--- src/common/cpuPkg.sv ---
`default_nettype none

package cpuPkg;

    parameter int XLEN = 64;
    parameter int ILEN = 32;

    // major opcodes, bits [6:0] of the instruction
    typedef enum logic [6:0] {
        OPC_OP     = 7'b0110011,
        OPC_OP_IMM = 7'b0010011,
        OPC_LUI    = 7'b0110111,
        OPC_AUIPC  = 7'b0010111,
        OPC_JAL    = 7'b1101111,
        OPC_JALR   = 7'b1100111,
        OPC_BRANCH = 7'b1100011,
        OPC_LOAD   = 7'b0000011,
        OPC_STORE  = 7'b0100011,
        OPC_SYSTEM = 7'b1110011
    } opcodeE;

    typedef enum logic [3:0] {
        ALU_ADD,
        ALU_SUB,
        ALU_AND,
        ALU_OR,
        ALU_XOR,
        ALU_SLL,
        ALU_SRL,
        ALU_SRA,
        ALU_SLT,
        ALU_SLTU,
        ALU_PASSB
    } aluOpE;

    typedef enum logic [1:0] {
        WB_ALU,
        WB_MEM,
        WB_PC4
    } wbSrcE;

    // matches funct3[1:0] of the load/store encodings
    typedef enum logic [1:0] {
        MEM_BYTE   = 2'b00,
        MEM_WORD   = 2'b10,
        MEM_DOUBLE = 2'b11
    } memSizeE;

    typedef struct packed {
        logic [XLEN-1:0] addr;
    } fetchReqT;

    typedef struct packed {
        logic [ILEN-1:0] inst;
    } fetchRspT;

    typedef struct packed {
        logic [4:0]      rs1;
        logic [4:0]      rs2;
        logic [4:0]      rd;
        logic [XLEN-1:0] imm;
        aluOpE           aluOp;
        logic            aSelPc;
        logic            bSelImm;
        logic            regWrite;
        logic            isBranch;
        logic            isJal;
        logic            isJalr;
        logic            isLoad;
        logic            isStore;
        logic            isHalt;
        logic            illegal;
        logic [2:0]      funct3;
        memSizeE         memSize;
        logic            loadUnsigned;
        wbSrcE           wbSrc;
    } decodedT;

    typedef struct packed {
        logic [XLEN-1:0] pc;
        logic [ILEN-1:0] inst;
        logic [4:0]      rd;
        logic [XLEN-1:0] wdata;
        logic            regWrite;
        logic            illegal;
    } retireT;

endpackage

`default_nettype wire
--- src/ifu/fetchUnit.sv ---
`timescale 1ns/1ps
`default_nettype none

module fetchUnit import cpuPkg::*; #(
    parameter logic [XLEN-1:0] RESET_PC = '0
) (
    input  wire logic        clk,
    input  wire logic        rstN_i,
    output logic             fetchReqValid_o,
    output fetchReqT         fetchReq_o,
    input  wire logic        fetchReqReady_i,
    input  wire logic        fetchRspValid_i,
    input  wire fetchRspT    fetchRsp_i,
    output logic             fetchRspReady_o,
    input  wire logic        redirectValid_i,
    input  wire logic [63:0] nextPc_i,
    input  wire logic        halt_i,
    output logic             instValid_o,
    output logic [31:0]      inst_o,
    output logic [63:0]      pc_o
);

    // IDLE is both the post-reset state and the parking state after a halt
    typedef enum logic [1:0] {IDLE, REQUEST, WAIT_RSP, EXECUTE} fetchStateE;

    fetchStateE state;
    fetchStateE stateNext;
    logic [63:0] pcQ;
    logic [31:0] instQ;

    always_comb begin
        stateNext = state;
        case (state)
            IDLE: begin
                if (!halt_i) begin
                    stateNext = REQUEST;
                end
            end
            REQUEST: begin
                if (fetchReqReady_i) begin
                    stateNext = WAIT_RSP;
                end
            end
            WAIT_RSP: begin
                if (fetchRspValid_i) begin
                    stateNext = EXECUTE;
                end
            end
            // no redirect means the instruction halted the core
            EXECUTE: stateNext = redirectValid_i ? REQUEST : IDLE;
            default: stateNext = IDLE;
        endcase
    end

    always_ff @(posedge clk or negedge rstN_i) begin
        if (!rstN_i) begin
            state <= IDLE;
            pcQ   <= RESET_PC;
        end else begin
            state <= stateNext;
            if (state == EXECUTE && redirectValid_i) begin
                pcQ <= nextPc_i;
            end
        end
    end

    // instruction word captured on the response handshake
    always_ff @(posedge clk) begin
        if (state == WAIT_RSP && fetchRspValid_i) begin
            instQ <= fetchRsp_i.inst;
        end
    end

    assign fetchReqValid_o = (state == REQUEST);
    assign fetchReq_o.addr = pcQ;
    assign fetchRspReady_o = (state == WAIT_RSP);
    assign instValid_o     = (state == EXECUTE);
    assign inst_o          = instQ;
    assign pc_o            = pcQ;

endmodule

`default_nettype wire

--- config.mk ---
export PLATFORM = sky130hd
export DESIGN_NAME = fetchUnit
export DESIGN_NICKNAME = d
export VERILOG_FILES = /design/src/common/cpuPkg.sv /design/src/ifu/fetchUnit.sv
export SDC_FILE = /design/constraint.sdc
export NUM_CORES = 1
export LEC_CHECK = 0
export BUFFER_PORTS_ARGS = -buffer_cell sky130_fd_sc_hd__buf_2
export CORE_AREA = 2 2 113 115
export CTS_CLUSTER_DIAMETER = 200
export DETAILED_ROUTE_END_ITERATION = 10
export DIE_AREA = 0 0 115 117
export GPL_TIMING_DRIVEN = 0
export PLACE_DENSITY_LB_ADDON = 0.3
export SYNTH_ARGS = -nofsm -noshare
export SYNTH_HDL_FRONTEND = slang
export SYNTH_SLANG_ARGS = --single-unit
export TNS_END_PERCENT = 30
--- constraint.sdc ---
create_clock -name clk -period 5.5 [get_ports clk]
set_input_delay 0.825 -clock clk [delete_from_list [all_inputs] [get_ports clk]]
set_output_delay 0.825 -clock clk [all_outputs]
set_load 0.05 [all_outputs]
Word level (Yosys, flattened, before mapping):

Cells that the tools add are included.

* register bits: 98
* input bits: 102

* equal/unequal tests: 6
* muxes and demuxes: 5
* reductions and logical operators: 4

Operators by type and width (number)
* $pmux 2 s4: 1
* $mux 2: 3
* $eq 2x2->1 const B: 2
* $ne 2x2->1 const B: 2
* $reduce_and 3->1: 1
* $eq 2x1->1 const B: 1
* $logic_and 1x1->1: 2
* $logic_not 2->1: 1
* $ne 2x1->1 const B: 1
* $mux 1: 1

Depth between registers and ports, before layout:

* depth in word-level cells: 3
* mapped depth: 5
* mapped depth without buffers: 5

Least setup slack after synthesis:

Ideal clock, no wire load.

* path type: register -> register
* start point: reg state[0]
* end point: reg instQ[0] (netlist: inst_o[0]), enable pin
* setup time: 392 ps
* data arrival time: 1874 ps
* required time: 5108 ps
* slack: 3234 ps
* cell stages (with the launch flop): 4
* path through: dfrtp_1 > inv_1 > ha_1 > and2_1

* word-level cells in the longest chain between the ends: 2

Ends and longest elaborated chain
* start: declaration: RTL line fetchUnit.sv:26 `fetchStateE state;`
* start signal: assignment: RTL line fetchUnit.sv:60 `state <= stateNext;`
* $eq 2x2->1
* net fetchRspReady_o: RTL line fetchUnit.sv:14 `output logic fetchRspReady_o,`
* $logic_and 1x1->1: RTL line fetchUnit.sv:69 `if (state == WAIT_RSP && fetchRspValid_i) begin`
* end signal: assignment: RTL line fetchUnit.sv:70 `instQ <= fetchRsp_i.inst;`
* end: declaration: RTL line fetchUnit.sv:29 `logic [31:0] instQ;`

The timed path passes the listed nets, and every way through them passes these cells.
A chain may end at the register's enable or synchronous reset.

Worst setup path after layout:

* start point: reg state[0]
* end point: out fetchRspReady_o

* word-level cells in the longest chain between the ends: 1

Ends and longest elaborated chain
* $eq 2x2->1: RTL line fetchUnit.sv:76 `assign fetchRspReady_o = (state == WAIT_RSP);`
* end: declaration: RTL line fetchUnit.sv:14

No other way between the ends.

==> out/summary.txt <==
Hold Buf Count CTS - 0
register area - 0.00261 mm^2
Detailed Place HPWL - 7.13 mm
slew margin rel. - 44.9%
Mapped Cells - 249
H-tree levels - 3
Post-Synth Adder-Cell Area - 1.19%
n_diodes - 0
I/O pins - 265
cts repair resizes - 0
routed len/inst - 13.8 um
layout cells sized above 1 - 78.8%
clk root buf - clkbuf_16
CP required - 4.68 ns
synthesized cell area - 0.00420 mm^2
Crit Path Class - flip-flop to output port
synthesis-to-finish area growth - 43.4%
clock latency on the worst-skew pair - 0.34 ns
gr ovfl total - 0
clock skew - 0.00855 ns
number of remaining DRC errors - 0
clock-pin slew on the worst setup and hold paths - 0.07 ns
Initial Util - 34.1%
vias in the first global route - 2735
synth unique cells - 16
Die Area - 0.0135 mm^2
FF+latch count, synth - 98
antenna violations before repair - 0
first-pass iteration count of the detailed router - 4
mux cell area share after synthesis - 21.9%
crit share post-route - 39.5%
Setup Viol. Count Final - 0
setup TNS - 0 ns
Post CTS Setup Buffer Count - 0
nets - 630
count of antenna-violating nets left after detailed routing - 0
slew of the pin with the lowest slew margin - 0.827 ns
first-pass GRT wire length - 13.9 mm
Post-Synth XOR/XNOR Area - 0%
DR iter-0 viols - 100
Multi-input gate area - 0.00102 mm^2
CP max FO - 6
placement row count - 41
syn_nets - 355
GR Util All Layers - 13.6%
Slew Viols, Final - 0
synthesized area per cell - 16.9 um^2
RSZ-0062 raised after global routing - false
CTS tree - done
die height - 117 um
sequential element share of the synthesized area - 62.3%
MaxCap Viol Count - 0
core area - 0.0123 mm^2
drt total wl - 9.39 mm
combinational family with the most area after synthesis - multiplexers
Final Wtd Congestion - 0.711
CTS Buf Count - 9
Max clock buf depth - 2
I/O Buffers - 264
final hold vios - 0
Final min period - 2.17 ns
filler cell count - 1092
Compound-Gate Fraction of Synth Area - 0.417%
DIE WIDTH - 115 um
DR vias - 2847
CTS Sinks - 98
Synth Warn # - 0
largest net degree at the start of global routing - 67
status - completed
CP endpoint kind - output port
Vias/cell - 4.19
CP Launch Type - flip-flop
Max Freq - 460 MHz
Hold Crit Class - flip-flop to flip-flop
Critical Path AT - 1.35 ns
synthesized-area fraction occupied by and/or/nand/nor cells - 0.865%
-- final timing paths --
kind	startpoint	to	slack, ns	cells after the start
max	state[0]	fetchRspReady_o	3.33	3
min	fetchReq_o[8]	fetchReq_o[8]	0.53	1
max reg2reg	state[0]	inst_o[4]	3.74	3
min reg2reg	fetchReq_o[8]	fetchReq_o[8]	0.53	1
max in group asynchronous	rstN_i	fetchReq_o[22]	4.38	1
min in group asynchronous	rstN_i	fetchReq_o[25]	0.58	1
-- cell usage after synthesis --
| master | n | share of area [%] |
|---|---|---|
| and3_1 | 1 | 0.15 |
| nand2b_1 | 2 | 0.30 |
| buf_4 | 64 | 11 |
| inv_1 | 2 | 0.18 |
| a41oi_1 | 1 | 0.21 |
| o22a_1 | 1 | 0.21 |
| nor2_1 | 1 | 0.089 |
| edfxtp_1 | 32 | 23 |
| nand2_1 | 2 | 0.18 |
| buf_2 | 1 | 0.12 |
| mux2_2 | 15 | 4.0 |
| ha_1 | 4 | 1.2 |
| and2_1 | 1 | 0.15 |
| buf_6 | 6 | 1.6 |
| dfrtp_1 | 66 | 39 |
| mux2_4 | 50 | 18 |
-- state kept, by name (all words and copies together) (netlist names) --
register and cells:
fetchReq_o 64, inst_o 32, state 2
-- stage by stage --
step	hold WS (ns)	cell area [um^2]	setup slack [ns]	util [%]	cells
2_1_floorplan	0.529	4200	3.23	-	249
3_3_place_gp	0.511	5710	3.14	46.3	663
3_5_place_dp	0.518	5710	3.07	46.4	663
4_1_cts	0.534	6020	3.24	48.9	679
5_1_grt	0.563	6020	3.23	48.9	679
6_report	0.531	6020	3.33	48.9	679
-- placed cells by master (no fill, tap or decap) --
| cell | count |
|---|---|
| buf_6 | 6 |
| a41oi_1 | 1 |
| inv_8 | 2 |
| nor2_1 | 1 |
| mux2_4 | 50 |
| buf_4 | 65 |
| and3_1 | 1 |
| nand2b_1 | 2 |
| mux2_2 | 15 |
| buf_2 | 264 |
| clkbuf_16 | 9 |
| inv_1 | 2 |
| o22a_1 | 1 |
| nand2_1 | 2 |
| edfxtp_1 | 32 |
| and2_2 | 1 |
| dfrtp_1 | 66 |
| clkinvlp_4 | 2 |
| ha_1 | 4 |
| clkinv_4 | 2 |
| bufinv_16 | 1 |
-- logic make-up after synthesis --
logic type      count (synthesis)
buf+inv                        73
compound gates                  2
mux                            65
fa+ha+maj                       4
flops                          98
simple gates                    7
-- critical path: stages (launching register included) --
cell and delay (ns):
dfrtp_1 0.44, inv_1 0.12, ha_1 0.18, buf_2 0.27
-- final cells by class --
class	count	area share, %
repair buffers	264	22.0
clock buffers	9	3.74
plain buffers	71	9.19
multi-input cells	78	17.0
inverters	2	0.125
flip-flops and latches	98	43.4
clock inverters	7	1.41
well taps	150	3.12
-- routing by layer --
layer  wire [um]  vias up  track usage [%]
met5           0        -                0
met4         185        0             6.10
met3         687       15             3.45
met2        4720      150             22.8
met1        3800     1337             16.6
li1            -     1345                -
Power is left out: the tool's default activity adds up to more than one toggle a clock period on the data nets, which glitch-free logic cannot reach.
