==> src/common/cpuPkg.sv <==
`default_nettype none

package cpuPkg;

    parameter int XLEN = 64;
    parameter int ILEN = 32;

    // major opcodes, bits [6:0] of the instruction
    typedef enum logic [6:0] {
        OPC_OP     = 7'b0110011,
        OPC_OP_IMM = 7'b0010011,
        OPC_LUI    = 7'b0110111,
        OPC_AUIPC  = 7'b0010111,
        OPC_JAL    = 7'b1101111,
        OPC_JALR   = 7'b1100111,
        OPC_BRANCH = 7'b1100011,
        OPC_LOAD   = 7'b0000011,
        OPC_STORE  = 7'b0100011,
        OPC_SYSTEM = 7'b1110011
    } opcodeE;

    typedef enum logic [3:0] {
        ALU_ADD,
        ALU_SUB,
        ALU_AND,
        ALU_OR,
        ALU_XOR,
        ALU_SLL,
        ALU_SRL,
        ALU_SRA,
        ALU_SLT,
        ALU_SLTU,
        ALU_PASSB
    } aluOpE;

    typedef enum logic [1:0] {
        WB_ALU,
        WB_MEM,
        WB_PC4
    } wbSrcE;

    // matches funct3[1:0] of the load/store encodings
    typedef enum logic [1:0] {
        MEM_BYTE   = 2'b00,
        MEM_WORD   = 2'b10,
        MEM_DOUBLE = 2'b11
    } memSizeE;

    typedef struct packed {
        logic [XLEN-1:0] addr;
    } fetchReqT;

    typedef struct packed {
        logic [ILEN-1:0] inst;
    } fetchRspT;

    typedef struct packed {
        logic [4:0]      rs1;
        logic [4:0]      rs2;
        logic [4:0]      rd;
        logic [XLEN-1:0] imm;
        aluOpE           aluOp;
        logic            aSelPc;
        logic            bSelImm;
        logic            regWrite;
        logic            isBranch;
        logic            isJal;
        logic            isJalr;
        logic            isLoad;
        logic            isStore;
        logic            isHalt;
        logic            illegal;
        logic [2:0]      funct3;
        memSizeE         memSize;
        logic            loadUnsigned;
        wbSrcE           wbSrc;
    } decodedT;

    typedef struct packed {
        logic [XLEN-1:0] pc;
        logic [ILEN-1:0] inst;
        logic [4:0]      rd;
        logic [XLEN-1:0] wdata;
        logic            regWrite;
        logic            illegal;
    } retireT;

endpackage

`default_nettype wire
==> src/hdl/decoder.sv <==
`timescale 1ns/1ps
`default_nettype none

module decoder import cpuPkg::*; (
    input  wire logic [31:0] inst_i,
    output decodedT          dec_o
);

    localparam logic [31:0] EBREAK = 32'h0010_0073;

    logic [2:0]  funct3;
    logic [6:0]  funct7;
    logic [63:0] immI;
    logic [63:0] immS;
    logic [63:0] immB;
    logic [63:0] immU;
    logic [63:0] immJ;

    function automatic aluOpE aluFromFunct(input logic [2:0] f3, input logic alt);
        case (f3)
            3'b000:  return alt ? ALU_SUB : ALU_ADD;
            3'b001:  return ALU_SLL;
            3'b010:  return ALU_SLT;
            3'b011:  return ALU_SLTU;
            3'b100:  return ALU_XOR;
            3'b101:  return alt ? ALU_SRA : ALU_SRL;
            3'b110:  return ALU_OR;
            default: return ALU_AND;
        endcase
    endfunction

    assign funct3 = inst_i[14:12];
    assign funct7 = inst_i[31:25];

    // sign-extended immediates
    assign immI = {{52{inst_i[31]}}, inst_i[31:20]};
    assign immS = {{52{inst_i[31]}}, inst_i[31:25], inst_i[11:7]};
    assign immB = {{51{inst_i[31]}}, inst_i[31], inst_i[7], inst_i[30:25], inst_i[11:8], 1'b0};
    assign immU = {{32{inst_i[31]}}, inst_i[31:12], 12'd0};
    assign immJ = {{43{inst_i[31]}}, inst_i[31], inst_i[19:12], inst_i[20], inst_i[30:21],
                   1'b0};

    always_comb begin
        dec_o              = '0;
        dec_o.rs1          = inst_i[19:15];
        dec_o.rs2          = inst_i[24:20];
        dec_o.rd           = inst_i[11:7];
        dec_o.funct3       = funct3;
        dec_o.aluOp        = ALU_ADD;
        dec_o.wbSrc        = WB_ALU;
        dec_o.memSize      = MEM_BYTE;
        dec_o.loadUnsigned = funct3[2];
        case (opcodeE'(inst_i[6:0]))
            OPC_OP: begin
                dec_o.aluOp    = aluFromFunct(funct3, inst_i[30]);
                dec_o.regWrite = 1'b1;
                dec_o.illegal  = !(funct7 == 7'h00
                                   || (funct7 == 7'h20 && (funct3 == 3'b000 || funct3 == 3'b101)));
            end
            OPC_OP_IMM: begin
                // only srai has the alternate bit, shamt takes six bits on RV64
                dec_o.aluOp    = aluFromFunct(funct3, funct3 == 3'b101 && inst_i[30]);
                dec_o.imm      = immI;
                dec_o.bSelImm  = 1'b1;
                dec_o.regWrite = 1'b1;
                if (funct3 == 3'b001) begin
                    dec_o.illegal = inst_i[31:26] != 6'b000000;
                end else if (funct3 == 3'b101) begin
                    dec_o.illegal = inst_i[31:26] != 6'b000000 && inst_i[31:26] != 6'b010000;
                end
            end
            OPC_LUI: begin
                dec_o.aluOp    = ALU_PASSB;
                dec_o.imm      = immU;
                dec_o.bSelImm  = 1'b1;
                dec_o.regWrite = 1'b1;
            end
            OPC_AUIPC: begin
                dec_o.imm      = immU;
                dec_o.aSelPc   = 1'b1;
                dec_o.bSelImm  = 1'b1;
                dec_o.regWrite = 1'b1;
            end
            OPC_JAL: begin
                dec_o.imm      = immJ;
                dec_o.isJal    = 1'b1;
                dec_o.regWrite = 1'b1;
                dec_o.wbSrc    = WB_PC4;
            end
            OPC_JALR: begin
                dec_o.imm      = immI;
                dec_o.isJalr   = 1'b1;
                dec_o.regWrite = 1'b1;
                dec_o.wbSrc    = WB_PC4;
                dec_o.illegal  = funct3 != 3'b000;
            end
            OPC_BRANCH: begin
                dec_o.imm      = immB;
                dec_o.isBranch = 1'b1;
                dec_o.illegal  = funct3 == 3'b010 || funct3 == 3'b011;
            end
            OPC_LOAD: begin
                // ld, lw and lbu only
                dec_o.imm      = immI;
                dec_o.bSelImm  = 1'b1;
                dec_o.isLoad   = 1'b1;
                dec_o.regWrite = 1'b1;
                dec_o.wbSrc    = WB_MEM;
                dec_o.illegal  = !(funct3 == 3'b011 || funct3 == 3'b010 || funct3 == 3'b100);
                if (!dec_o.illegal) begin
                    dec_o.memSize = memSizeE'(funct3[1:0]);
                end
            end
            OPC_STORE: begin
                dec_o.imm     = immS;
                dec_o.bSelImm = 1'b1;
                dec_o.isStore = 1'b1;
                dec_o.illegal = !(funct3 == 3'b000 || funct3 == 3'b010 || funct3 == 3'b011);
                if (!dec_o.illegal) begin
                    dec_o.memSize = memSizeE'(funct3[1:0]);
                end
            end
            OPC_SYSTEM: begin
                dec_o.isHalt  = inst_i == EBREAK;
                dec_o.illegal = inst_i != EBREAK;
            end
            default: dec_o.illegal = 1'b1;
        endcase

        // an illegal word retires as a no-op
        if (dec_o.illegal) begin
            dec_o.isBranch = 1'b0;
            dec_o.isJal    = 1'b0;
            dec_o.isJalr   = 1'b0;
            dec_o.isLoad   = 1'b0;
            dec_o.isStore  = 1'b0;
            dec_o.isHalt   = 1'b0;
        end
        if (dec_o.illegal || dec_o.rd == 5'd0) begin
            dec_o.regWrite = 1'b0;
        end
    end

endmodule

`default_nettype wire

==> config.mk <==
export PLATFORM = sky130hd
export DESIGN_NAME = decoder
export DESIGN_NICKNAME = d
export VERILOG_FILES = /design/src/common/cpuPkg.sv /design/src/hdl/decoder.sv
export SDC_FILE = /design/constraint.sdc
export NUM_CORES = 1
export LEC_CHECK = 0
export BUFFER_PORTS_ARGS = -buffer_cell sky130_fd_sc_hd__clkbuf_2
export CAP_MARGIN = 20
export CELL_PAD_IN_SITES_DETAIL_PLACEMENT = 1
export CELL_PAD_IN_SITES_GLOBAL_PLACEMENT = 1
export CORE_ASPECT_RATIO = 1.2
export CORE_MARGIN = 8
export CORE_UTILIZATION = 24
export DETAILED_ROUTE_END_ITERATION = 8
export GPL_ROUTABILITY_DRIVEN = 1
export PLACE_DENSITY = 0.95
export SLEW_MARGIN = 20
export SYNTH_ARGS = -nofsm -noshare
export SYNTH_HDL_FRONTEND = slang
export SYNTH_SLANG_ARGS = --single-unit
==> constraint.sdc <==
create_clock -name vclk -period 5.4
set_input_delay 0.81 -clock vclk [all_inputs]
set_output_delay 0.81 -clock vclk [all_outputs]
set_load 0.01 [all_outputs]
## After elaboration in Yosys (flattened, before gate mapping)

Index checks and enable logic that the tools add are counted.

- Output and inout port bits: 101
- Bits in registers: 0
- Logic and storage cells: 70
- Input bits: 32

- Reduce and logical (&&, ||, !) cells: 24
- Multiplexer cells: 26
- Equal/unequal tests: 20

Operators with widths:

| cell | count |
|---|---|
| case mux 64 bit (5 select lines) | 1 |
| case mux 4 bit (7 select lines) | 2 |
| == test 32 x 21 -> 1 bit, second input constant | 1 |
| != test 32 x 21 -> 1 bit, second input constant | 1 |
| == test 7 x 6 -> 1 bit, second input constant | 4 |
| == test 7 bit, second input constant | 4 |
| 2-to-1 mux 1 bit | 16 |
| == test 7 x 5 -> 1 bit, second input constant | 2 |
| case mux 4 bit (3 select lines) | 1 |
| == test 3 bit, second input constant | 3 |
| case mux 1 bit (8 select lines) | 1 |
| case mux 2 bit (2 select lines) | 2 |
| == test 7 x 2 -> 1 bit, second input constant | 1 |
| zero test 7 bit | 1 |
| logical OR 1 bit | 7 |
| OR reduction 7 bit | 1 |
| == test 3 x 2 -> 1 bit, second input constant | 2 |
| 2-to-1 mux 6 bit | 1 |
| != test 6 x 5 -> 1 bit, second input constant | 1 |
| nonzero test 6 bit | 1 |
| OR reduction 3 bit | 2 |
| zero test 5 bit | 1 |
| OR reduction 5 bit | 1 |
| 2-to-1 mux 2 bit | 2 |
| other kinds (6) | 11 |

## Logic depth before layout (Yosys ltp)

- Depth in word-level cells: 8
- Depth in mapped cells: 7
- Depth with buffers taken out: 5

## Least setup slack after synthesis

Ideal clock, no wire load.

- Path kind: input -> output
- Start point: input inst_i[3]
- End point: output dec_o[54] in the netlist's numbering
- Data arrival time: 2.528 ns
- Cell stages on the path: 6
- Path slack: 2.062 ns
- Path buffers: 3
- Required time: 4.590 ns
- Cell sequence: buf_2 -> nor3_1 -> and3_1 -> buf_2 -> o21a_1 -> buf_4

RTL lines:

| item | line | text |
|---|---|---|
| start: declaration | decoder.sv:5 | `input wire logic [31:0] inst_i,` |
| end: declaration | decoder.sv:6 | `output decodedT dec_o` |

==> run summary <==
routability cong. - 0.8113
DP Area - 1577 um^2
CP startpoint kind - input port
met3 global-route usage - 2.710%
via count - 1611
DRC Markers - 0
fraction of the mapped netlist area in compound gates - 28.35%
post-synthesis xor/xnor area fraction - 0%
post-layout min period - 3719 ps
Ports - 133
register area share after synthesis - 0%
post-synth top area share - 30.50%
final worst path period share - 68.88%
Post-Syn Instances - 197
Syn Area/Cell - 6.497 um^2
Antenna Nets Post-Route - 0
Hold WC Path Type - input port to output pin
Die H - 96 um
gr busiest metal - met2
hold_buf cts - 0
RSZ-0062 raised after global routing - false
Cell variety after synth - 43
post-DP HPWL - 4943 um
post-cts sizing count - 0
# setup viols final - 0
largest fanout on the critical path - 33
mux contribution to synthesized area - 0%
f_max - 0.2689 GHz
Post-CTS Setup Repair Bufs - 0
yosys warns - 0
peak supply drop - 19.81 uV
CP endpoint kind - output pin
setup TNS - 0 ps
Lkg Pwr - 1.021 nW
Final Hold Vio Count - 0
Core ar. - 5225 um^2
Seq. cell area - 0 um^2
final WL - 5737 um
chip width - 82.67 um
initial antenna violation count - 0
Area Overhead vs Synth - 23.17%
grt ovf - 0
ant diodes - 0
most frequent cells in the layout - clkbuf_2, a21o_1, nor2_1
initial DRC count - 77
Starting Density - 24.50%
hold path cells - 2
Placement Rows - 29
Worst-Margin Slew - 854.2 ps
share of layout cells above drive strength 1 - 53.38%
final design utilization - 30.17%
Layout Nets - 300
design area - 1577 um^2
Yosys top cell by area - buf_4
Die ar. - 7936 um^2
Post-Synth Simple-Gate Area - 35.87%
maxcap violations - 0
Worst Path Required - 4590 ps
Synth Area in Adders - 0%
WL/cell - 17.49 um
commonest non-fill, non-tap cell in the layout - clkbuf_2
clkbuf count - 0
Synth Net Count - 229
Port Buffers - 133
status - completed
total track usage - 13.60%
synthesized cell area - 1280 um^2
PD cells - 52.53 nW/um^2
DRT Pass-1 Iters - 4
met2 GRT Util - 25.24%
synth top area cells - buf_4, a21o_1, and2_1, nor2_1, nor2b_1
vias in the first global route - 1826
GR Layer Usage met1 - 16.18%
Slew Limit Headroom - 43.05%
Worst Path Class, Setup - input port to output pin
first-pass GRT wire length - 8866 um
largest net degree at the start of global routing - 34
average vias per placed instance - 4.912
FFs & Latches - 0
Worst Path Arrival - 2910 ps
fin. max-slew vios - 0
main combinational cell family by area after synthesis - simple AND/OR/NAND/NOR gates
==> where the power goes <==
group / leakage [nW] / switching, mW / total [mW] / internal (mW)
clock network: 0 / 0 / 0 / 0
registers: 0 / 0 / 0 / 0
logic: 1.02 / 0.0521 / 0.0828 / 0.0307
==> synthesized netlist by cell type, types with 3 or more instances <==
cell and count:
a21oi_1 3, nor3_1 6, and2_1 10, buf_2 9, and3_1 3, o21a_1 4
buf_4 52, inv_1 3, nand2_1 8, nor2b_1 8, o21ai_0 9, a22o_1 4
nor4_1 6, nor3_2 3, nor2_1 15, a21o_1 19
==> path summary, 6_finish.rpt <==
kind	start	to
worst min-delay path	inst_i[9]	dec_o[88]
worst max-delay path	inst_i[6]	dec_o[83]
==> through the flow <==
step | std cells | hold slack [ps] | total power, mW | setup WS [ps]
floorplan | 197 | 1712 | 0.05771 | 2062
global placement | 328 | 1842 | 0.08157 | 1759
detailed placement | 328 | 1842 | 0.08360 | 1682
CTS | 328 | 1843 | 0.08391 | 1665
global route | 328 | 1847 | 0.09098 | 1481
finish | 328 | 1841 | 0.08282 | 1681
==> layout make-up <==
cell class / instances / area [um^2]
fill: 733 / 3649
timing repair buffer: 133 / 665.6
tap: 62 / 77.57
inverter: 3 / 11.26
multi-input combinational: 130 / 822.0
==> cell families (layout without fill, tap and decap cells) <==
| family | after synthesis | after routing |
|---|---|---|
| simple gates | 79 | 79 |
| buf+inv | 67 | 136 |
| compound gates | 51 | 51 |
==> worst max-delay path: stages <==
cell and delay, ps:
clkbuf_2 200, nor3_1 320, and3_1 520, o21a_1 770, clkbuf_2 270
==> routing by layer <==
layer  part of all wire (%)  wire length, um  up-vias
met2                     51             2928       84
met4                      0                0        0
met1                     41             2356      748
li1                       -                -      779
met5                      0                0        -
met3                    7.9              452        0
(Power assumes the default switching activity.)
