==> src/common/cpuPkg.sv <==
`default_nettype none

package cpuPkg;

    parameter int XLEN = 64;
    parameter int ILEN = 32;

    // major opcodes, bits [6:0] of the instruction
    typedef enum logic [6:0] {
        OPC_OP     = 7'b0110011,
        OPC_OP_IMM = 7'b0010011,
        OPC_LUI    = 7'b0110111,
        OPC_AUIPC  = 7'b0010111,
        OPC_JAL    = 7'b1101111,
        OPC_JALR   = 7'b1100111,
        OPC_BRANCH = 7'b1100011,
        OPC_LOAD   = 7'b0000011,
        OPC_STORE  = 7'b0100011,
        OPC_SYSTEM = 7'b1110011
    } opcodeE;

    typedef enum logic [3:0] {
        ALU_ADD,
        ALU_SUB,
        ALU_AND,
        ALU_OR,
        ALU_XOR,
        ALU_SLL,
        ALU_SRL,
        ALU_SRA,
        ALU_SLT,
        ALU_SLTU,
        ALU_PASSB
    } aluOpE;

    typedef enum logic [1:0] {
        WB_ALU,
        WB_MEM,
        WB_PC4
    } wbSrcE;

    // matches funct3[1:0] of the load/store encodings
    typedef enum logic [1:0] {
        MEM_BYTE   = 2'b00,
        MEM_WORD   = 2'b10,
        MEM_DOUBLE = 2'b11
    } memSizeE;

    typedef struct packed {
        logic [XLEN-1:0] addr;
    } fetchReqT;

    typedef struct packed {
        logic [ILEN-1:0] inst;
    } fetchRspT;

    typedef struct packed {
        logic [4:0]      rs1;
        logic [4:0]      rs2;
        logic [4:0]      rd;
        logic [XLEN-1:0] imm;
        aluOpE           aluOp;
        logic            aSelPc;
        logic            bSelImm;
        logic            regWrite;
        logic            isBranch;
        logic            isJal;
        logic            isJalr;
        logic            isLoad;
        logic            isStore;
        logic            isHalt;
        logic            illegal;
        logic [2:0]      funct3;
        memSizeE         memSize;
        logic            loadUnsigned;
        wbSrcE           wbSrc;
    } decodedT;

    typedef struct packed {
        logic [XLEN-1:0] pc;
        logic [ILEN-1:0] inst;
        logic [4:0]      rd;
        logic [XLEN-1:0] wdata;
        logic            regWrite;
        logic            illegal;
    } retireT;

endpackage

`default_nettype wire
==> src/exu/execUnit.sv <==
`timescale 1ns/1ps
`default_nettype none

module execUnit import cpuPkg::*; (
    input  wire logic        clk,
    input  wire logic        rstN_i,
    input  wire logic        instValid_i,
    input  wire logic [31:0] inst_i,
    input  wire logic [63:0] pc_i,
    input  wire decodedT     dec_i,
    input  wire logic [63:0] rdata1_i,
    input  wire logic [63:0] rdata2_i,
    output logic             regWe_o,
    output logic [4:0]       regWaddr_o,
    output logic [63:0]      regWdata_o,
    output logic [63:0]      memAddr_o,
    output logic [63:0]      memWdata_o,
    output logic [7:0]       memStrb_o,
    output logic             memWe_o,
    input  wire logic [63:0] memRdata_i,
    output logic             redirectValid_o,
    output logic [63:0]      nextPc_o,
    output logic             retireValid_o,
    output retireT           retire_o,
    output logic             halted_o
);

    logic [XLEN-1:0] opA;
    logic [XLEN-1:0] opB;
    logic [XLEN-1:0] aluRes;
    logic [XLEN-1:0] pcPlus4;
    logic [XLEN-1:0] loadShifted;
    logic [XLEN-1:0] loadData;
    logic [XLEN-1:0] wbData;
    logic [2:0]      byteOff;
    logic            taken;
    logic            haltedQ;

    assign opA = dec_i.aSelPc ? pc_i : rdata1_i;
    assign opB = dec_i.bSelImm ? dec_i.imm : rdata2_i;

    always_comb begin
        case (dec_i.aluOp)
            ALU_SUB:   aluRes = opA - opB;
            ALU_AND:   aluRes = opA & opB;
            ALU_OR:    aluRes = opA | opB;
            ALU_XOR:   aluRes = opA ^ opB;
            ALU_SLL:   aluRes = opA << opB[5:0];
            ALU_SRL:   aluRes = opA >> opB[5:0];
            ALU_SRA:   aluRes = $signed(opA) >>> opB[5:0];
            ALU_SLT:   aluRes = {63'd0, $signed(opA) < $signed(opB)};
            ALU_SLTU:  aluRes = {63'd0, opA < opB};
            ALU_PASSB: aluRes = opB;
            default:   aluRes = opA + opB;
        endcase
    end

    // branch condition straight from funct3
    always_comb begin
        case (dec_i.funct3)
            3'b000:  taken = rdata1_i == rdata2_i;
            3'b001:  taken = rdata1_i != rdata2_i;
            3'b100:  taken = $signed(rdata1_i) < $signed(rdata2_i);
            3'b101:  taken = $signed(rdata1_i) >= $signed(rdata2_i);
            3'b110:  taken = rdata1_i < rdata2_i;
            3'b111:  taken = rdata1_i >= rdata2_i;
            default: taken = 1'b0;
        endcase
    end

    assign pcPlus4 = pc_i + 64'd4;

    always_comb begin
        if (dec_i.isJalr) begin
            nextPc_o = (rdata1_i + dec_i.imm) & ~64'd1;
        end else if (dec_i.isJal || (dec_i.isBranch && taken)) begin
            nextPc_o = pc_i + dec_i.imm;
        end else begin
            nextPc_o = pcPlus4;
        end
    end

    // stores replicate the data across the double word and strobe the lanes
    assign byteOff = aluRes[2:0];

    always_comb begin
        case (dec_i.memSize)
            MEM_BYTE: begin
                memStrb_o  = 8'b0000_0001 << byteOff;
                memWdata_o = {8{rdata2_i[7:0]}};
            end
            MEM_WORD: begin
                memStrb_o  = 8'b0000_1111 << {byteOff[2], 2'b00};
                memWdata_o = {2{rdata2_i[31:0]}};
            end
            default: begin
                memStrb_o  = 8'hff;
                memWdata_o = rdata2_i;
            end
        endcase
    end

    assign loadShifted = memRdata_i >> {byteOff, 3'b000};

    always_comb begin
        case (dec_i.memSize)
            MEM_BYTE: begin
                loadData = dec_i.loadUnsigned ? {56'd0, loadShifted[7:0]}
                                              : {{56{loadShifted[7]}}, loadShifted[7:0]};
            end
            MEM_WORD: begin
                loadData = dec_i.loadUnsigned ? {32'd0, loadShifted[31:0]}
                                              : {{32{loadShifted[31]}}, loadShifted[31:0]};
            end
            default: loadData = loadShifted;
        endcase
    end

    always_comb begin
        case (dec_i.wbSrc)
            WB_MEM:  wbData = loadData;
            WB_PC4:  wbData = pcPlus4;
            default: wbData = aluRes;
        endcase
    end

    always_ff @(posedge clk or negedge rstN_i) begin
        if (!rstN_i) begin
            haltedQ <= 1'b0;
        end else if (instValid_i && dec_i.isHalt) begin
            haltedQ <= 1'b1;
        end
    end

    assign memAddr_o  = aluRes;
    assign memWe_o    = instValid_i && dec_i.isStore;
    assign regWe_o    = instValid_i && dec_i.regWrite;
    assign regWaddr_o = dec_i.rd;
    assign regWdata_o = wbData;

    // ebreak gets no redirect and so parks the fetch unit
    assign redirectValid_o = instValid_i && !dec_i.isHalt;
    assign retireValid_o   = instValid_i;
    assign retire_o        = '{pc: pc_i, inst: inst_i, rd: dec_i.rd, wdata: wbData,
                               regWrite: dec_i.regWrite, illegal: dec_i.illegal};
    assign halted_o        = haltedQ;

endmodule

`default_nettype wire

==> config.mk <==
export PLATFORM = sky130hd
export DESIGN_NAME = execUnit
export DESIGN_NICKNAME = d
export VERILOG_FILES = /design/src/common/cpuPkg.sv /design/src/exu/execUnit.sv
export SDC_FILE = /design/constraint.sdc
export NUM_CORES = 2
export LEC_CHECK = 0
export BUFFER_PORTS_ARGS = -buffer_cell sky130_fd_sc_hd__buf_2
export CORE_AREA = 2 2 320 322
export DETAILED_ROUTE_END_ITERATION = 10
export DIE_AREA = 0 0 322 324
export PLACE_DENSITY_LB_ADDON = 0.3
export RECOVER_POWER = 50
export REMOVE_ABC_BUFFERS = 1
export SLEW_MARGIN = 20
export SYNTH_ARGS = -nofsm -noshare
export SYNTH_HDL_FRONTEND = slang
export SYNTH_SLANG_ARGS = --single-unit
==> constraint.sdc <==
create_clock -name clk -period 19.6 [get_ports clk]
set_input_delay 2.94 -clock clk [delete_from_list [all_inputs] [get_ports clk]]
set_output_delay 2.94 -clock clk [all_outputs]
set_load 0.01 [all_outputs]
; ---- Word level (Yosys, flattened, before mapping)
; Index checks and enable logic that the tools add are counted.
[op_classes]
muxes = 12
add_sub_neg = 5
n_bitwise = 3
order_cmp = 6
eq_ne = 20
shift = 6
n_reduce_logical = 9
[op_table]
columns = op, count
row1 = case mux 64 bit (10 select lines), 1
row2 = 2-to-1 mux 64 bit, 6
row3 = case mux 64 bit (2 select lines), 3
row4 = < comparator 64 bit, 4
row5 = adder 64 bit, 3
row6 = >= comparator 64 bit, 2
row7 = >> shifter 64 x 6 -> 64 bit, 2
row8 = adder 64 x 3 -> 64 bit (second input constant), 1
row9 = bitwise AND 64 bit, 1
row10 = equality test 64 bit, 1
row11 = != test 64 bit, 1
row12 = bitwise OR 64 bit, 1
row13 = left shift 64 x 6 -> 64 bit, 1
row14 = >>> shifter 64 x 6 -> 64 bit, 1
row15 = subtractor 64 bit, 1
row16 = bitwise XOR 64 bit, 1
row17 = equality test 4 x 3 -> 1 bit (second input constant), 4
row18 = case mux 8 bit (2 select lines), 1
row19 = equality test 3 bit (second input constant), 4
row20 = equality test 4 bit (second input constant), 3
row21 = equality test 4 x 2 -> 1 bit (second input constant), 2
row22 = left shift 1 x 3 -> 8 bit (first input constant), 1
row23 = left shift 4 x 3 -> 8 bit (first input constant), 1
row24 = case mux 1 bit (6 select lines), 1
row25 = other kinds (9), 14
[word_totals]
output_inout_bits = 441
ff_bits = 1

; ---- Longest topological paths before layout
[logic_depth]
word_depth = 7
ltp_mapped = 28

; ---- Worst setup path before layout
; OpenSTA, ideal clock, no wires.
[synth_timing]
path_type = input port to output port
from = in dec_i[16] (netlist bit)
to = out retire_o[43] (netlist bit)
slack_ns = 7.778
stages = 22
t_required_ns = 16.660
t_arrival_ns = 8.882
n_path_buf = 8
cell_sequence = buf_6 clkbuf_1 clkbuf_1 buf_1 clkbuf_1 clkbuf_1 mux2i_1 ha_1 buf_2 and4_1 and3_1 or3b_2 a2111oi_0 nor3_1 o41a_1 nor3_1 nor3_1 o32ai_1 nand4_1 a222oi_1 nand2_1 buf_4
[synth_rtl]
columns = item, line
row1 = "start, declared", execUnit.sv:10  ; input wire decodedT dec_i,
row2 = 2-to-1 mux 64 bit *, execUnit.sv:40  ; assign opB = dec_i.bSelImm ? dec_i.imm : rdata2_i;
row3 = "adder 64 bit, or another cell as far along", execUnit.sv:54  ; default: aluRes = opA + opB;
row4 = case mux 64 bit (10 select lines) *, execUnit.sv:43  ; case (dec_i.aluOp)
row5 = net memAddr_o[41], execUnit.sv:16  ; output logic [63:0] memAddr_o,
row6 = case mux 64 bit (2 select lines) *, execUnit.sv:120  ; case (dec_i.wbSrc)
row7 = "end, declared", execUnit.sv:24  ; output retireT retire_o,
; Mark *: on every way through the listed nets, which the timed path passes. The rest lies on a longest branch.

==> impl_metrics.py <==
metrics = {
    "run_status": {
        "run_status": "finished, violations left",
        "failing_checks": "max-capacitance violations, max-slew violations",
    },
    "yosys": {
        "ys_top_cells_by_area": "sky130_fd_sc_hd__mux2i_1, sky130_fd_sc_hd__ha_1, sky130_fd_sc_hd__a21oi_1, sky130_fd_sc_hd__nand2_1, sky130_fd_sc_hd__o21ai_0",
        "async_flop_share": 1.00,
        "synth-seq-cells": 1,
        "synth_top_flop_cell": "sky130_fd_sc_hd__dfrtp_1",
        "seq_area_frac_synth": 0.000663,
        "synth_top_area_share": 0.131,
        "synthesis.instances": 5662,
        "yosysUniqueCellTypes": 100,
        "synth_largest_area_cell": "sky130_fd_sc_hd__mux2i_1",
        "ys_warn_count": 0,
        "synth.cell_area_mm2": 0.0377,
        "synth-edff-count": 0,
        "synth_area_per_cell_um2": 6.66,
    },
    "layout": {
        "post_layout_nonfiller_instances": 7304,
        "largest_register_ff_count": 1,
        "layout-drive-gt1-share": 0.144,
        "layout.cells.most_common_list": "sky130_fd_sc_hd__buf_2, sky130_fd_sc_hd__nand2_1, sky130_fd_sc_hd__mux2i_1",
        "commonest_non_fill_non_tap_cell_in_the_layout": "sky130_fd_sc_hd__buf_2",
        "layout.nets": 6740,
        "design_area_mm2": 0.0410,
        "flow.area_growth_from_synthesis_pct": 8.82,
    },
    "timing": {
        "postLayoutSetupSlackWorst_ns": 2.47,
        "worst_clock_skew_ns": 0,
        "fin_setup_tns_ns": 0,
        "final_max_slew_viol_count": 273,
        "period_utilization_post_route": 0.874,
        "finalSetupViolCount": 0,
        "rsz0062_at_grt": "false",
        "worst_slew_pin_slew_ns": 3.79,
        "final.min_clock_period_ns": 17.13,
        "final-hold-violation-count": 0,
        "max_freq_mhz": 58.4,
        "relSlewSlack": -1.52,
    },
    "grt": {
        "grt_use_met1": 0.691,
        "grt_first_pass_wirelength_um": 400000,
        "grt_util_all_layers": 0.552,
        "globalRoute.busiestLayer": "met2",
        "globalRoute.totalOverflow": 0,
        "via_count_of_the_first_global_routing_pass": 47101,
        "grt_start_max_net_pins": 90,
        "grt_use_met2": 0.740,
        "grt_antenna_before_repair": 64,
        "use_met3": 0.273,
    },
    "critical_path": {
        "depth_of_the_worst_register_to_register_path": 1,
        "reg2reg_slack_ns": 18.97,
        "crit_arrival_ns": 14.19,
        "cp-start-kind": "primary input",
        "crit_slowest_cell": "sky130_fd_sc_hd__clkbuf_1",
        "timing.critical_path.max_delay_family": "buffers and inverters",
        "timing.critical_path.cells": "clkbuf_1, mux2i_4, buf_4, clkinvlp_2, buf_4, clkbuf_1, mux2i_1, mux2i_1, mux2i_1, mux2i_1, a2111oi_0, nor3_4, buf_4, inv_2, nor2_1, and3_1, nor4_4, buf_4, a211oi_1, o211ai_1, buf_2",
        "largest_stage_delay_worst_path_ns": 2.15,
        "worstPathMaxFanout": 46,
        "path_depth": 21,
        "required_ns": 16.66,
        "critical_path.n_buffers_inverters": 9,
        "critPathKind": "in2out",
        "crit_path_end_kind": "primary output",
    },
    "floorplanning": {
        "io_pins": 833,
        "die_area_mm2": 0.104,
        "placementRows": 117,
        "die_span_in_x_um": 322,
        "core_footprint_mm2": 0.101,
        "die_height_um": 324,
        "initial_utilization": 0.373,
    },
    "clock_tree": {
        "worstSkewPairLatency_ns": 0,
        "clk_transition_reported_paths_ns": 0,
        "cts.hold.buffers_added": 0,
        "ctsResizeCount": 0,
        "post_cts.repair.setup_buffers": 0,
    },
    "place": {
        "dp_slack_ns": 5.14,
        "post-place-cells": 7262,
        "gp_routability_congestion": 1.14,
        "place_hpwl_um": 255000,
        "placed_cell_area_mm2": 0.0412,
        "io_buffer_count": 740,
    },
    "routing": {
        "routed_wire_length_per_instance_um": 41.8,
        "drcViolationCount": 0,
        "routed_wl_um": 305000,
        "drt_first_iter_violations": 9841,
        "post_drt_via_cell_ratio": 7.26,
        "antenna_violating_nets_post_route": 0,
        "route.vias.total": 53035,
        "drt-pass1-iter-count": 10,
    },
    "hold_path": {
        "whs_path_depth": 1,
        "hold_path.class": "reg2reg",
    },
    "job": {
        "max_cap_violations": 8,
    },
}
-- metrics by stage --
stage          hold WS, ns   util
3_3_place_gp         0.439  0.407
4_1_cts              0.452  0.408
2_1_floorplan        0.493      -
3_5_place_dp         0.449  0.408
6_report             0.453  0.406
5_1_grt              0.501  0.406
-- synthesized netlist by cell type (17+ instances only) --
cell type and count:
sky130_fd_sc_hd__nand2b_1 45, sky130_fd_sc_hd__and2_1 29, sky130_fd_sc_hd__buf_2 59, sky130_fd_sc_hd__a211o_1 28, sky130_fd_sc_hd__buf_4 196, sky130_fd_sc_hd__or3_1 19
sky130_fd_sc_hd__o211ai_1 98, sky130_fd_sc_hd__nand3_1 135, sky130_fd_sc_hd__a21oi_1 475, sky130_fd_sc_hd__nor4_1 28, sky130_fd_sc_hd__buf_1 46, sky130_fd_sc_hd__a22o_1 17
sky130_fd_sc_hd__nand2_1 552, sky130_fd_sc_hd__a221o_1 31, sky130_fd_sc_hd__o21a_1 39, sky130_fd_sc_hd__xor2_1 69, sky130_fd_sc_hd__o21ai_1 17, sky130_fd_sc_hd__a31oi_1 53
sky130_fd_sc_hd__clkbuf_1 252, sky130_fd_sc_hd__o221ai_1 41, sky130_fd_sc_hd__nor2b_1 55, sky130_fd_sc_hd__o21ai_0 383, sky130_fd_sc_hd__a2111oi_0 19, sky130_fd_sc_hd__mux2_2 42
sky130_fd_sc_hd__nor2_1 432, sky130_fd_sc_hd__o2111ai_1 27, sky130_fd_sc_hd__mux2i_1 493, sky130_fd_sc_hd__a221oi_1 55, sky130_fd_sc_hd__a21o_1 131, sky130_fd_sc_hd__ha_1 385
sky130_fd_sc_hd__a211oi_1 147, sky130_fd_sc_hd__a22oi_1 61, sky130_fd_sc_hd__or2_2 25, sky130_fd_sc_hd__and3_1 50, sky130_fd_sc_hd__nand4_1 71, sky130_fd_sc_hd__o21bai_1 71
sky130_fd_sc_hd__mux4_2 22, sky130_fd_sc_hd__xnor2_1 112, sky130_fd_sc_hd__nor3_1 134, sky130_fd_sc_hd__o31ai_1 34, sky130_fd_sc_hd__a21boi_0 19, sky130_fd_sc_hd__inv_1 303
sky130_fd_sc_hd__o22ai_1 94
-- cell type report --
type	count	area, um2
diodes	38	95.1
repair buffers	856	4350
multi-input cells	4785	33700
flip-flops and latches	1	25.0
inverters	315	1190
fillers	11233	60000
well taps	1309	1640
-- final timing paths --
path	from	to
min in group asynchronous	rstN_i	halted_o$_DFFE_PN0P_
hold / removal	halted_o$_DFFE_PN0P_	halted_o$_DFFE_PN0P_
setup reg to reg	halted_o$_DFFE_PN0P_	halted_o$_DFFE_PN0P_
setup / recovery	rdata2_i[0]	retire_o[17]
max in group asynchronous	rstN_i	halted_o$_DFFE_PN0P_
hold reg to reg	halted_o$_DFFE_PN0P_	halted_o$_DFFE_PN0P_
-- logic make-up after synthesis --
kind of cell | Yosys count | synth area share
AO/OA/AOI/OAI | 1999 | 0.352
XOR/XNOR | 181 | 0.0420
flip-flops | 1 | 0.000663
adder cells (fa/ha/maj) | 390 | 0.130
buffers and inverters | 876 | 0.110
AND/OR/NAND/NOR | 1644 | 0.203
multiplexers | 571 | 0.162
-- routing by layer --
layer	part of all wire	wire [um]
met3	0.17	51400
met2	0.38	115000
met1	0.37	114000
met5	0.0026	780
met4	0.079	24100
